==> config.mk <==
export PLATFORM = sky130hd
export DESIGN_NAME = AddUnit
export DESIGN_NICKNAME = d
export VERILOG_FILES = /design/src/rtl/ArithPkg.sv /design/src/rtl/AddIf.sv /design/src/rtl/PrefixAndOr.sv /design/src/rtl/AddC.sv /design/src/rtl/AddDatapath.sv /design/src/rtl/AddCtrl.sv /design/src/rtl/AddUnit.sv
export SDC_FILE = /design/constraint.sdc
export NUM_CORES = 1
export LEC_CHECK = 0
export BUFFER_PORTS_ARGS = -buffer_cell sky130_fd_sc_hd__clkbuf_2
export CORE_ASPECT_RATIO = 1.2
export CORE_MARGIN = 5
export CORE_UTILIZATION = 35
export CTS_CLUSTER_SIZE = 30
export DETAILED_ROUTE_END_ITERATION = 8
export PLACE_DENSITY = 0.61
export SYNTH_ARGS = -nofsm -noshare
export SYNTH_HDL_FRONTEND = slang
export SYNTH_SLANG_ARGS = --single-unit
==> constraint.sdc <==
create_clock -name clk -period 5.75 [get_ports clk]
set_input_delay 1.15 -clock clk [delete_from_list [all_inputs] [get_ports clk]]
set_output_delay 1.15 -clock clk [all_outputs]
set_load 0.01 [all_outputs]
==> src/rtl/ArithPkg.sv <==
package ArithPkg;

	// word types
	typedef logic [31:0] dataT; // bus word and operand
	typedef logic [7:0]  addrT; // register byte address
	typedef logic [1:0]  respT; // axi response code

	// axi response codes
	localparam respT respOkay   = 2'd0;
	localparam respT respSlvErr = 2'd2;

	// register map
	localparam addrT regOpA    = 8'h00; // operand a, rw
	localparam addrT regOpB    = 8'h04; // operand b, rw
	localparam addrT regCtrl   = 8'h08; // write launches an operation
	localparam addrT regResult = 8'h0C; // sum of last operation
	localparam addrT regStatus = 8'h10; // carry flag in bit 0

	// control word fields
	localparam int ctrlSubBit   = 0; // subtract
	localparam int ctrlChainBit = 1; // carry in from stored flag

endpackage

==> src/rtl/AddIf.sv <==
`timescale 1ns/100ps

interface AddIf;

	logic           start;    // launch pulse
	ArithPkg::dataT opA;
	ArithPkg::dataT opB;
	logic           subtract; // invert b
	logic           chain;    // use stored carry
	logic           done;     // result valid pulse
	ArithPkg::dataT sum;      // held until next done
	logic           carry;    // stored carry flag

	// control side launches, datapath side answers
	modport ctrl (
		output start, opA, opB, subtract, chain,
		input  done, sum, carry
	);

	modport dp (
		input  start, opA, opB, subtract, chain,
		output done, sum, carry
	);

endinterface

==> src/rtl/PrefixAndOr.sv <==
`timescale 1ns/100ps

module PrefixAndOr #(
	parameter int speed = 1 // 0 serial, 1 brent-kung, 2 sklansky
) (
	input  ArithPkg::dataT GI, // generate in
	input  ArithPkg::dataT PI, // propagate in
	output ArithPkg::dataT GO, // group generate out
	output ArithPkg::dataT PO  // group propagate out
);

	localparam int n = $bits(ArithPkg::dataT); // prefix width
	localparam int m = $clog2(n);              // tree depth

	if (speed == 2) begin : fastPrefix
		// sklansky, log depth, fanout doubles per level
		ArithPkg::dataT gT [0:m];
		ArithPkg::dataT pT [0:m];

		assign gT[0] = GI;
		assign pT[0] = PI;

		for (genvar l = 1; l <= m; l++) begin : levels
			for (genvar i = 0; i < n; i++) begin : bits
				if (((i >> (l - 1)) & 1) == 1) begin : black
					// top bit of the lower half block
					localparam int src = ((i >> (l - 1)) << (l - 1)) - 1;
					assign gT[l][i] = gT[l-1][i] | (pT[l-1][i] & gT[l-1][src]);
					assign pT[l][i] = pT[l-1][i] & pT[l-1][src];
				end else begin : white
					assign gT[l][i] = gT[l-1][i]; // pass through
					assign pT[l][i] = pT[l-1][i];
				end
			end
		end

		assign GO = gT[m];
		assign PO = pT[m];
	end else if (speed == 1) begin : mediumPrefix
		// brent-kung, up-sweep of m levels then down-sweep of m-1 levels
		ArithPkg::dataT gT [0:2*m-1];
		ArithPkg::dataT pT [0:2*m-1];

		assign gT[0] = GI;
		assign pT[0] = PI;

		for (genvar l = 1; l < 2 * m; l++) begin : levels
			// span between a node and its partner
			localparam int d = (l <= m) ? 2 ** (l - 1) : 2 ** (2 * m - l - 1);
			for (genvar i = 0; i < n; i++) begin : bits
				localparam bit upNode   = (l <= m) && (((i + 1) % (2 * d)) == 0);
				localparam bit downNode = (l > m) && (((i + 1) % (2 * d)) == d) && (i >= 2 * d);
				if (upNode || downNode) begin : black
					assign gT[l][i] = gT[l-1][i] | (pT[l-1][i] & gT[l-1][i-d]);
					assign pT[l][i] = pT[l-1][i] & pT[l-1][i-d];
				end else begin : white
					assign gT[l][i] = gT[l-1][i];
					assign pT[l][i] = pT[l-1][i];
				end
			end
		end

		assign GO = gT[2*m-1];
		assign PO = pT[2*m-1];
	end else if (speed == 0) begin : slowPrefix
		// ripple chain, n-1 levels deep
		ArithPkg::dataT gT;
		ArithPkg::dataT pT;

		assign gT[0] = GI[0];
		assign pT[0] = PI[0];

		for (genvar i = 1; i < n; i++) begin : bits
			assign gT[i] = GI[i] | (PI[i] & gT[i-1]);
			assign pT[i] = PI[i] & pT[i-1];
		end

		assign GO = gT;
		assign PO = pT;
	end else begin : badSpeed
		$error("PrefixAndOr speed must be 0, 1 or 2");
	end

endmodule

==> src/rtl/AddC.sv <==
`timescale 1ns/100ps

module AddC #(
	parameter int speed = 1 // prefix structure
) (
	input  ArithPkg::dataT A,  // operands
	input  ArithPkg::dataT B,
	input  logic           CI, // carry in
	output ArithPkg::dataT S,  // sum
	output logic           CO  // carry out
);

	localparam int n = $bits(ArithPkg::dataT);

	ArithPkg::dataT gIn;  // prefix generate in
	ArithPkg::dataT pIn;  // prefix propagate in
	ArithPkg::dataT gOut; // carries out of each bit
	ArithPkg::dataT pT;   // half sum, a xor b

	// bit 0 folds the carry in into its generate
	assign gIn[0] = (A[0] & B[0]) | (A[0] & CI) | (B[0] & CI);
	assign pIn[0] = 1'b0; // nothing propagates below bit 0
	assign pT[0]  = A[0] ^ B[0];

	for (genvar i = 1; i < n; i++) begin : preprocess
		assign gIn[i] = A[i] & B[i];
		assign pIn[i] = A[i] | B[i];
		assign pT[i]  = ~gIn[i] & pIn[i]; // same as xor
	end

	// group propagate unused, pIn[0] is zero
	PrefixAndOr #(.speed(speed)) prefix_i (
		.GI(gIn),
		.PI(pIn),
		.GO(gOut),
		.PO()
	);

	assign S  = pT ^ {gOut[n-2:0], CI}; // carry into bit i is gOut[i-1]
	assign CO = gOut[n-1];

endmodule

==> src/rtl/AddDatapath.sv <==
`timescale 1ns/100ps

module AddDatapath #(
	parameter int speed = 1 // prefix structure of the adder
) (
	input logic clk,
	input logic reset,
	AddIf.dp    bus
);

	ArithPkg::dataT bIn;    // b after conditioning
	logic           cIn;    // selected carry in
	ArithPkg::dataT sum;    // adder out
	logic           cOut;
	logic [32:0]    refSum; // plain add of the same inputs

	assign bIn = bus.subtract ? ~bus.opB : bus.opB; // ones complement for subtract

	// chain wins over subtract, so sub with chain is subtract with borrow
	always_comb begin
		if (bus.chain)
			cIn = bus.carry;
		else if (bus.subtract)
			cIn = 1'b1; // completes two's complement
		else
			cIn = 1'b0;
	end

	AddC #(.speed(speed)) AddC_i (
		.A(bus.opA),
		.B(bIn),
		.CI(cIn),
		.S(sum),
		.CO(cOut)
	);

	assign refSum = {1'b0, bus.opA} + {1'b0, bIn} + 33'(cIn);

	always_ff @(posedge clk) begin
		if (reset) begin
			bus.sum   <= '0;
			bus.carry <= 1'b0; // stored flag for chaining
			bus.done  <= 1'b0;
		end else begin
			bus.done <= bus.start; // one cycle after start
			if (bus.start) begin
				bus.sum   <= sum;
				bus.carry <= cOut;
			end
		end
	end

	// result only for a launched operation, and equal to a plain add
	assert property (@(posedge clk) disable iff (reset)
		bus.done |-> $past(bus.start) && ({bus.carry, bus.sum} == $past(refSum)))
		else $error("done without start or wrong sum from the prefix adder");

endmodule

==> src/rtl/AddCtrl.sv <==
`timescale 1ns/100ps

module AddCtrl (
	input  logic           clk,
	input  logic           reset,
	input  ArithPkg::addrT AWADDR,
	input  logic           AWVALID,
	output logic           AWREADY,
	input  ArithPkg::dataT WDATA,
	input  logic           WVALID,
	output logic           WREADY,
	output ArithPkg::respT BRESP,
	output logic           BVALID,
	input  logic           BREADY,
	input  ArithPkg::addrT ARADDR,
	input  logic           ARVALID,
	output logic           ARREADY,
	output ArithPkg::dataT RDATA,
	output ArithPkg::respT RRESP,
	output logic           RVALID,
	input  logic           RREADY,
	AddIf.ctrl             bus
);

	typedef enum logic [1:0] {idle, busy, respond} writeStateT;

	writeStateT     writeState;
	logic           wrAccept; // aw and w transfer this cycle
	logic           rdAccept;
	logic           wrMapped; // write hits a register
	ArithPkg::dataT rdData;   // read mux
	ArithPkg::respT rdResp;

	assign wrAccept = AWVALID & AWREADY & WVALID & WREADY;
	assign rdAccept = ARVALID & ARREADY;
	assign wrMapped = AWADDR inside {ArithPkg::regOpA, ArithPkg::regOpB, ArithPkg::regCtrl,
		ArithPkg::regResult, ArithPkg::regStatus};

	always_ff @(posedge clk) begin
		if (reset) begin
			writeState   <= idle;
			AWREADY      <= 1'b0;
			WREADY       <= 1'b0;
			BVALID       <= 1'b0;
			bus.start    <= 1'b0;
			bus.opA      <= '0;
			bus.opB      <= '0;
			bus.subtract <= 1'b0;
			bus.chain    <= 1'b0;
		end else begin
			bus.start <= 1'b0; // pulse
			case (writeState)
				idle: begin
					// ready for one cycle, drops again on the transfer
					AWREADY <= AWVALID & WVALID & ~AWREADY;
					WREADY  <= AWVALID & WVALID & ~AWREADY;
					if (wrAccept) begin
						case (AWADDR)
							ArithPkg::regOpA: bus.opA <= WDATA;
							ArithPkg::regOpB: bus.opB <= WDATA;
							ArithPkg::regCtrl: begin
								bus.subtract <= WDATA[ArithPkg::ctrlSubBit];
								bus.chain    <= WDATA[ArithPkg::ctrlChainBit];
								bus.start    <= 1'b1; // launch
							end
							default: ; // result and status are read only
						endcase
						// ctrl write holds B until the datapath is done
						writeState <= (AWADDR == ArithPkg::regCtrl) ? busy : respond;
						BVALID     <= (AWADDR != ArithPkg::regCtrl);
					end
				end
				busy: if (bus.done) begin
					BVALID     <= 1'b1;
					writeState <= respond;
				end
				respond: if (BREADY) begin
					BVALID     <= 1'b0; // held under back-pressure
					writeState <= idle;
				end
				default: writeState <= idle;
			endcase
		end
	end

	always_ff @(posedge clk) begin
		if (wrAccept)
			BRESP <= wrMapped ? ArithPkg::respOkay : ArithPkg::respSlvErr;
	end

	// read mux
	always_comb begin
		rdData = '0;
		rdResp = ArithPkg::respOkay;
		case (ARADDR)
			ArithPkg::regOpA: rdData = bus.opA;
			ArithPkg::regOpB: rdData = bus.opB;
			ArithPkg::regCtrl: begin
				rdData[ArithPkg::ctrlSubBit]   = bus.subtract;
				rdData[ArithPkg::ctrlChainBit] = bus.chain;
			end
			ArithPkg::regResult: rdData = bus.sum;
			ArithPkg::regStatus: rdData[0] = bus.carry;
			default: rdResp = ArithPkg::respSlvErr; // zero data
		endcase
	end

	always_ff @(posedge clk) begin
		if (reset) begin
			ARREADY <= 1'b0;
			RVALID  <= 1'b0;
		end else begin
			ARREADY <= ARVALID & ~ARREADY & ~RVALID; // no new read while R pending
			if (rdAccept)
				RVALID <= 1'b1;
			else if (RREADY)
				RVALID <= 1'b0;
		end
	end

	always_ff @(posedge clk) begin
		if (rdAccept) begin
			RDATA <= rdData;
			RRESP <= rdResp;
		end
	end

	// a launched operation is answered by done next cycle, with no second start before it
	assert property (@(posedge clk) disable iff (reset)
		bus.start |=> bus.done && !bus.start)
		else $error("start raised during a running operation");

	assert property (@(posedge clk) disable iff (reset)
		BVALID && !BREADY |=> BVALID && $stable(BRESP))
		else $error("write response dropped before BREADY");

endmodule

==> src/rtl/AddUnit.sv <==
`timescale 1ns/100ps

module AddUnit #(
	parameter int speed = 1 // 0 serial, 1 brent-kung, 2 sklansky
) (
	input  logic           clk,
	input  logic           reset,
	input  ArithPkg::addrT AWADDR,
	input  logic           AWVALID,
	output logic           AWREADY,
	input  ArithPkg::dataT WDATA,
	input  logic           WVALID,
	output logic           WREADY,
	output ArithPkg::respT BRESP,
	output logic           BVALID,
	input  logic           BREADY,
	input  ArithPkg::addrT ARADDR,
	input  logic           ARVALID,
	output logic           ARREADY,
	output ArithPkg::dataT RDATA,
	output ArithPkg::respT RRESP,
	output logic           RVALID,
	input  logic           RREADY
);

	AddIf addBus (); // launch and result handshake

	AddCtrl AddCtrl_i (
		.clk(clk),
		.reset(reset),
		.AWADDR(AWADDR),
		.AWVALID(AWVALID),
		.AWREADY(AWREADY),
		.WDATA(WDATA),
		.WVALID(WVALID),
		.WREADY(WREADY),
		.BRESP(BRESP),
		.BVALID(BVALID),
		.BREADY(BREADY),
		.ARADDR(ARADDR),
		.ARVALID(ARVALID),
		.ARREADY(ARREADY),
		.RDATA(RDATA),
		.RRESP(RRESP),
		.RVALID(RVALID),
		.RREADY(RREADY),
		.bus(addBus.ctrl)
	);

	AddDatapath #(.speed(speed)) AddDatapath_i (
		.clk(clk),
		.reset(reset),
		.bus(addBus.dp)
	);

endmodule

==> results of run 1 <==
-- flip-flops by register name, indices dropped and copies added (netlist names), 2 cells and up --
name and count:
AddCtrl_i.RDATA 32, AddCtrl_i.bus.opA 32, AddCtrl_i.bus.opB 32, AddDatapath_i.bus.sum 32
AddCtrl_i.writeState 2
-- per-stage QoR --
stage	power, W	hold slack, ns	worst slack (ns)	instances	util, %
floorplan	0.00110	0.451	1.71	903	-
global placement	0.00114	0.427	1.80	1228	38.2
detailed placement	0.00114	0.433	1.74	1228	38.2
CTS	0.00226	0.442	1.72	1260	40.9
global route	0.00231	0.486	1.47	1260	40.9
finish	0.00223	0.437	1.76	1260	40.9
-- cell usage after synthesis (9+ instances only) --
cell / instances / area [um2]
clkbuf_1: 32 / 120
nor2b_1: 9 / 56.3
buf_4: 9 / 67.6
dfxtp_1: 107 / 2140
buf_2: 10 / 50.1
xnor2_1: 15 / 131
nand2_1: 137 / 514
fa_1: 17 / 340
xor2_1: 32 / 280
inv_1: 79 / 297
ha_1: 64 / 801
nor2_1: 115 / 432
a21oi_1: 109 / 546
edfxtp_1: 34 / 1020
mux2i_1: 48 / 480
a211oi_1: 18 / 135
-- kinds of logic after synthesis --
| family | after synthesis | synth area share, % |
|---|---|---|
| and+or+nand+nor | 288 | 14.8 |
| AOI/OAI and AO/OA | 157 | 11.6 |
| DFF | 141 | 40.0 |
| buffers and inverters | 135 | 6.99 |
| adders and majority gates | 81 | 14.4 |
| muxes | 52 | 6.93 |
| xor gates and xnor gates | 47 | 5.20 |
| other | 1 | 0.0474 |
-- area by class of cell --
type | instances | area (um2)
sequential | 141 | 3170
fill | 2282 | 13200
tap | 279 | 349
inverter | 80 | 300
clock inverter | 12 | 101
multi-input combinational | 627 | 4200
clock buffer | 20 | 500
timing repair buffer | 101 | 528
-- metal layers --
metal / vias to the layer above / global-route usage (%) / part of all wire [%]
li1: 3068 / - / -
met1: 2801 / 18.7 / 44
met2: 136 / 26.5 / 48
met3: 18 / 3.61 / 5.8
met4: 0 / 5.59 / 1.9
met5: - / 0 / 0
-- worst reg2reg max path, stage by stage, from the launching register on --
cell	delay, ns
dfxtp_2	0.66
xor2_1	0.17
fa_1	0.46
fa_1	0.39
nor2b_1	0.16
o311a_1	0.32
o211a_1	0.28
a211oi_4	0.33
o21ai_1	0.16
inv_2	0.10
o21ai_1	0.10
fa_1	0.42
xnor2_1	0.13
a211oi_1	0.22
-- power by group --
part	internal (W)	leakage (nW)	total, W	switching (W)
registers	0.00102	1.19	0.00102	0.00000357
logic	0.0000338	2.25	0.0000941	0.0000603
clock network	0.000673	0.299	0.00112	0.000444
total	0.00173	3.74	0.00223	0.000508
-- worst max path at each step --
stage                                              to  slack [ns]  cells past startpoint                           startpoint
2_1_floorplan  AddDatapath_i.bus.sum[27]$_SDFFE_PP0P_        1.71                     15  AddCtrl_i.bus.subtract$_SDFFE_PP0P_
3_3_place_gp   AddDatapath_i.bus.sum[27]$_SDFFE_PP0P_        1.80                     13  AddCtrl_i.bus.subtract$_SDFFE_PP0P_
3_5_place_dp   AddDatapath_i.bus.sum[23]$_SDFFE_PP0P_        1.74                     13  AddCtrl_i.bus.subtract$_SDFFE_PP0P_
4_1_cts        AddDatapath_i.bus.sum[23]$_SDFFE_PP0P_        1.72                     13  AddCtrl_i.bus.subtract$_SDFFE_PP0P_
5_1_grt        AddDatapath_i.bus.sum[27]$_SDFFE_PP0P_        1.47                     13  AddCtrl_i.bus.subtract$_SDFFE_PP0P_
6_report       AddDatapath_i.bus.sum[27]$_SDFFE_PP0P_        1.76                     13  AddCtrl_i.bus.subtract$_SDFFE_PP0P_
==> results.cfg, run 1 <==
[synth]
synth-edff-count = 34
seq_area_frac_synth_pct = 40.0
syn_inst = 902
netlist_area_um2 = 7910
synthDistinctLibCells = 50
synthArstFlopShare_pct = 0
yosys_warnings = 0
ys.flop_type = dfxtp_1
synth_seq_cells = 141
synth_area_per_cell_um2 = 8.77

[route]
drt-initial-drc-count = 271
routed_wl_um = 19100
viasPerCell = 4.78
drc = 0
via_count = 6023
avgRoutedWirePerCell_um = 15.1
ant_nets = 0
first_pass_iters = 4

[critical_path]
worst-path-buf-inv = 1
rr_worst_depth = 13
r2r_slack_ns = 1.76
cpPeakStageDelay_ns = 0.66
cp_max_fo = 17
crit_path_start_kind = register
cp_slowest_cell = dfxtp_2
path_common_cell = fa_1
r2r_start = AddCtrl_i.bus.subtract$_SDFFE_PP0P_
worstSetupPathType = reg2reg
cp.arrival_ns = 4.33
crit_chain = xor2_1, fa_1, fa_1, nor2b_1, o311a_1, o211a_1, a211oi_4, o21ai_1, inv_2, o21ai_1, fa_1, xnor2_1, a211oi_1
crit_required_ns = 6.08
r2r-end = AddDatapath_i.bus.sum[27]$_SDFFE_PP0P_
critPathCaptureType = register
crit_family = compound AO/OA/AOI/OAI gates

[pwr]
power.density_nw_per_um2 = 244
peakVddDrop_uv = 196
leakage_nw = 3.74

[sta]
relSlewSlack_pct = 23.0
hold_viol_final = 0
clock-skew-final_ns = 0.0150
min_period_ns = 3.99
fin_crit_sh_pct = 69.4
fmax_ghz = 0.250
slew_violations = 0
setup_viol = 0
setup-tns-final_ns = 0
rsz0062_at_grt = false
worst_pin_slew_ns = 1.15

[grt]
grt_use_total_pct = 15.3
grt_pass1_wl_um = 31800
antenna_found_initial = 0
grt_overflow = 0
grt_pass1_vias = 6245
grt_max_degree = 58

[layout]
final_cell_mix = nand2_1 (137), nor2_1 (115), a21oi_1 (109), dfxtp_1 (105), clkbuf_2 (92)
stdcell_area_um2 = 9150
drive_above_1_share_pct = 14.9
antenna_cells = 0
final_common_cell = nand2_1
area_delta_synth_final_pct = 15.6
nets = 1104

[placed_design]
place_area_um2 = 8550
gp_congestion = 0.760
port_buffers = 93
hpwl_um = 12900

[clock_network]
clockRootBuffer = clkbuf_16
clkSinkCount = 141
clk_latency_ns = 0.43
cts_tree = yes
cts_resized = 0
clk_path_buf_depth = 2
cts_buffers = 17
cts_hold_buf = 0
post_cts_buffers = 0
path_clk_slew_ns = 0.06
cts_htree_levels = 4

[floorplanning]
dieArea_um2 = 25700
num_rows = 60
initial_core_util_pct = 35.4
die_h_um = 175
pin_count = 96
die_w_um = 147
core-area_um2 = 22400

[hold_path]
min_from = AddCtrl_i.ARREADY$_SDFF_PP0_
hold_class = reg2reg
min_to = AddCtrl_i.ARREADY$_SDFF_PP0_
hold_path_depth = 1

[run_status]
status = finished clean

[run]
maxCapViolCount = 0
Power figures use the tool's default switching activity.
==> run 2, diff against run 1 <==
--- a/config.mk
+++ b/config.mk
@@ -5,6 +5,7 @@
 export SDC_FILE = /design/constraint.sdc
 export NUM_CORES = 1
 export LEC_CHECK = 0
+export ABC_AREA = 1
 export BUFFER_PORTS_ARGS = -buffer_cell sky130_fd_sc_hd__clkbuf_2
 export CORE_ASPECT_RATIO = 1.2
 export CORE_MARGIN = 5
==> constraint.sdc (replaced) <==
create_clock -name clk -period 3.7 [get_ports clk]
set_input_delay 0.74 -clock clk [delete_from_list [all_inputs] [get_ports clk]]
set_output_delay 0.74 -clock clk [all_outputs]
set_load 0.01 [all_outputs]
==> run 2 against run 1 <==
First-iteration DRC count is 33% higher. Non-clock buffer count is 8 higher. Utilization rose by 0.75 points. Global-route usage barely moved. Worst setup slack got worse by 1.2 ns. Final area decreased by 0.86%. Sequential power is 57% higher. Maximum frequency increased by 26%. Critical endpoint is now AddDatapath_i.bus.sum[23]$_SDFFE_PP0P_. Largest power group is now sequential cells.
==> results.cfg, run 2 <==
[sta]
slew_violations = 0
clock-skew-final_ns = 0.00806
fmax_ghz = 0.315
worst_pin_slew_ns = 0.672
fin_crit_sh_pct = 85.8
hold_viol_final = 0
rsz0062_at_grt = false
setup_viol = 0
setup-tns-final_ns = 0
min_period_ns = 3.17
relSlewSlack_pct = 55.2
fin_hold_ws_ns = 0.450

[placed_design]
port_buffers = 93
gp_congestion = 0.805
dp_cells = 1260
hpwl_um = 12900

[synth]
synth_area_leader_cell = dfxtp_1
synth.area.top_cells = dfxtp_1 (27%), edfxtp_1 (13%), ha_1 (10%), inv_1 (8.0%), o21ai_0 (5.9%)
synth_area_per_cell_um2 = 8.43
synth_common_cells = inv_1 (167), dfxtp_1 (107), nor2_1 (92), o21ai_0 (92), a21oi_1 (77)
seq_area_frac_synth_pct = 40.6
yosys_warnings = 0
ys.flop_type = dfxtp_1
syn_inst = 924
synth_top_area_share_pct = 27.5
synthArstFlopShare_pct = 0
yosysMostFrequentCell = inv_1
synth_seq_cells = 141
synth-edff-count = 34
netlist_area_um2 = 7790
synthDistinctLibCells = 39

[route]
routed_wl_um = 19300
first_pass_iters = 7
ant_nets = 0
avgRoutedWirePerCell_um = 14.9
via_count = 6190
viasPerCell = 4.79
drc = 0
drt-initial-drc-count = 360

[clock_network]
path_clk_slew_ns = 0.06
cts_hold_buf = 0
post_cts_buffers = 0
cts_resized = 0
clk_path_buf_depth = 2
cts_tree = yes
clkSinkCount = 141
cts_buffers = 17
clk_latency_ns = 0.43
clockRootBuffer = clkbuf_16
cts_htree_levels = 4

[layout]
area_delta_synth_final_pct = 16.4
drive_above_1_share_pct = 15.4
final_core_util_pct = 41.6
final_common_cell = inv_1
stdcell_count = 1293
nets = 1141
final_cell_mix = inv_1 (166), dfxtp_1 (106), clkbuf_2 (93), nor2_1 (92), o21ai_0 (92)
fill_cells = 2208

[critical_path]
critPathCaptureType = register
r2r_slack_ns = 0.53
worstSetupPathType = reg2reg
cp_slowest_cell = fa_1
worst-path-buf-inv = 2
path_common_cell = nand2_1
cpPeakStageDelay_ns = 0.44
crit_family = adder cells
crit_required_ns = 4.02
cp.arrival_ns = 3.50
cp_max_fo = 4
crit_path_start_kind = register
crit_chain = xor2_1, fa_1, fa_1, nand2_1, nand2_1, nand2_1, nand2_1, nand2_1, nand2_1, inv_1, nor2_1, nor2_1, o21bai_1, fa_1, xor2_1, o21ai_0, inv_1

[pwr]
power.density_nw_per_um2 = 370
peakVddDrop_uv = 344
leakage_nw = 4.16

[floorplanning]
core-area_um2 = 21800
dieArea_um2 = 25400
initial_core_util_pct = 35.8
num_rows = 59
pin_count = 96
die_h_um = 173
die_w_um = 146

[grt]
grt_max_degree = 64
grt_pass1_wl_um = 31300
grt_pass1_vias = 6124
grt_overflow = 0
antenna_found_initial = 1
grt_use_total_pct = 15.4

[run_status]
status = finished clean

[run]
maxCapViolCount = 0

[hold_path]
hold_class = reg2reg
## run 2: worst paths after layout
path	cells after the start	to	from
worst min-delay path	1	AddCtrl_i.ARREADY$_SDFF_PP0_	AddCtrl_i.RVALID$_SDFFE_PP0P_
worst max-delay path	17	AddDatapath_i.bus.sum[23]$_SDFFE_PP0P_	AddCtrl_i.bus.subtract$_SDFFE_PP0P_
worst min register to register	1	AddCtrl_i.ARREADY$_SDFF_PP0_	AddCtrl_i.RVALID$_SDFFE_PP0P_
worst max register to register	17	AddDatapath_i.bus.sum[23]$_SDFFE_PP0P_	AddCtrl_i.bus.subtract$_SDFFE_PP0P_
## run 2: cells by family (layout without fill, tap and decap cells)
| group | Yosys count | in the layout | synth area share (%) |
|---|---|---|---|
| AO/OA/AOI/OAI | 225 | 225 | 16.4 |
| XOR/XNOR | 47 | 47 | 5.28 |
| adder cells (fa/ha/maj) | 81 | 81 | 14.6 |
| buffers and inverters | 219 | 312 | 11.1 |
| flip-flops | 141 | 141 | 40.6 |
| other | 1 | 3 | 0.0481 |
| AND/OR/NAND/NOR | 210 | 210 | 11.9 |
## run 2: layer usage
layer  track usage [%]  share of wire [%]  wire length, um
met5                 0              0.067               13
met4              6.00                1.7              331
met3              3.58                4.6              895
met2              26.2                 49             9490
met1              18.8                 44             8550
## run 2: stage by stage
step                power, W  cell area (um2)  worst slack (ns)
global placement     0.00179             8530             0.540
finish               0.00335             9070             0.526
floorplan            0.00171             7790             0.452
CTS                  0.00339             9070             0.485
global route         0.00348             9070             0.243
detailed placement   0.00179             8530             0.500
## run 2: layout make-up
class | count | area, um2 | share of cell area (%)
Multi-Input combinational cell | 565 | 3770 | 41.6
Sequential cell | 141 | 3160 | 34.9
Inverter | 171 | 642 | 7.08
Timing Repair Buffer | 109 | 611 | 6.73
Clock buffer | 24 | 472 | 5.20
Tap cell | 274 | 343 | 3.78
Clock inverter | 8 | 67.6 | 0.745
Antenna cell | 1 | 2.50 | 0.0276
## run 2: power breakdown
part | total (W) | leakage [nW] | internal, W | switching [W]
logic | 0.000156 | 2.72 | 0.0000571 | 0.0000993
clock network | 0.00160 | 0.269 | 0.000952 | 0.000649
registers | 0.00160 | 1.17 | 0.00159 | 0.00000664
total | 0.00335 | 4.16 | 0.00260 | 0.000755
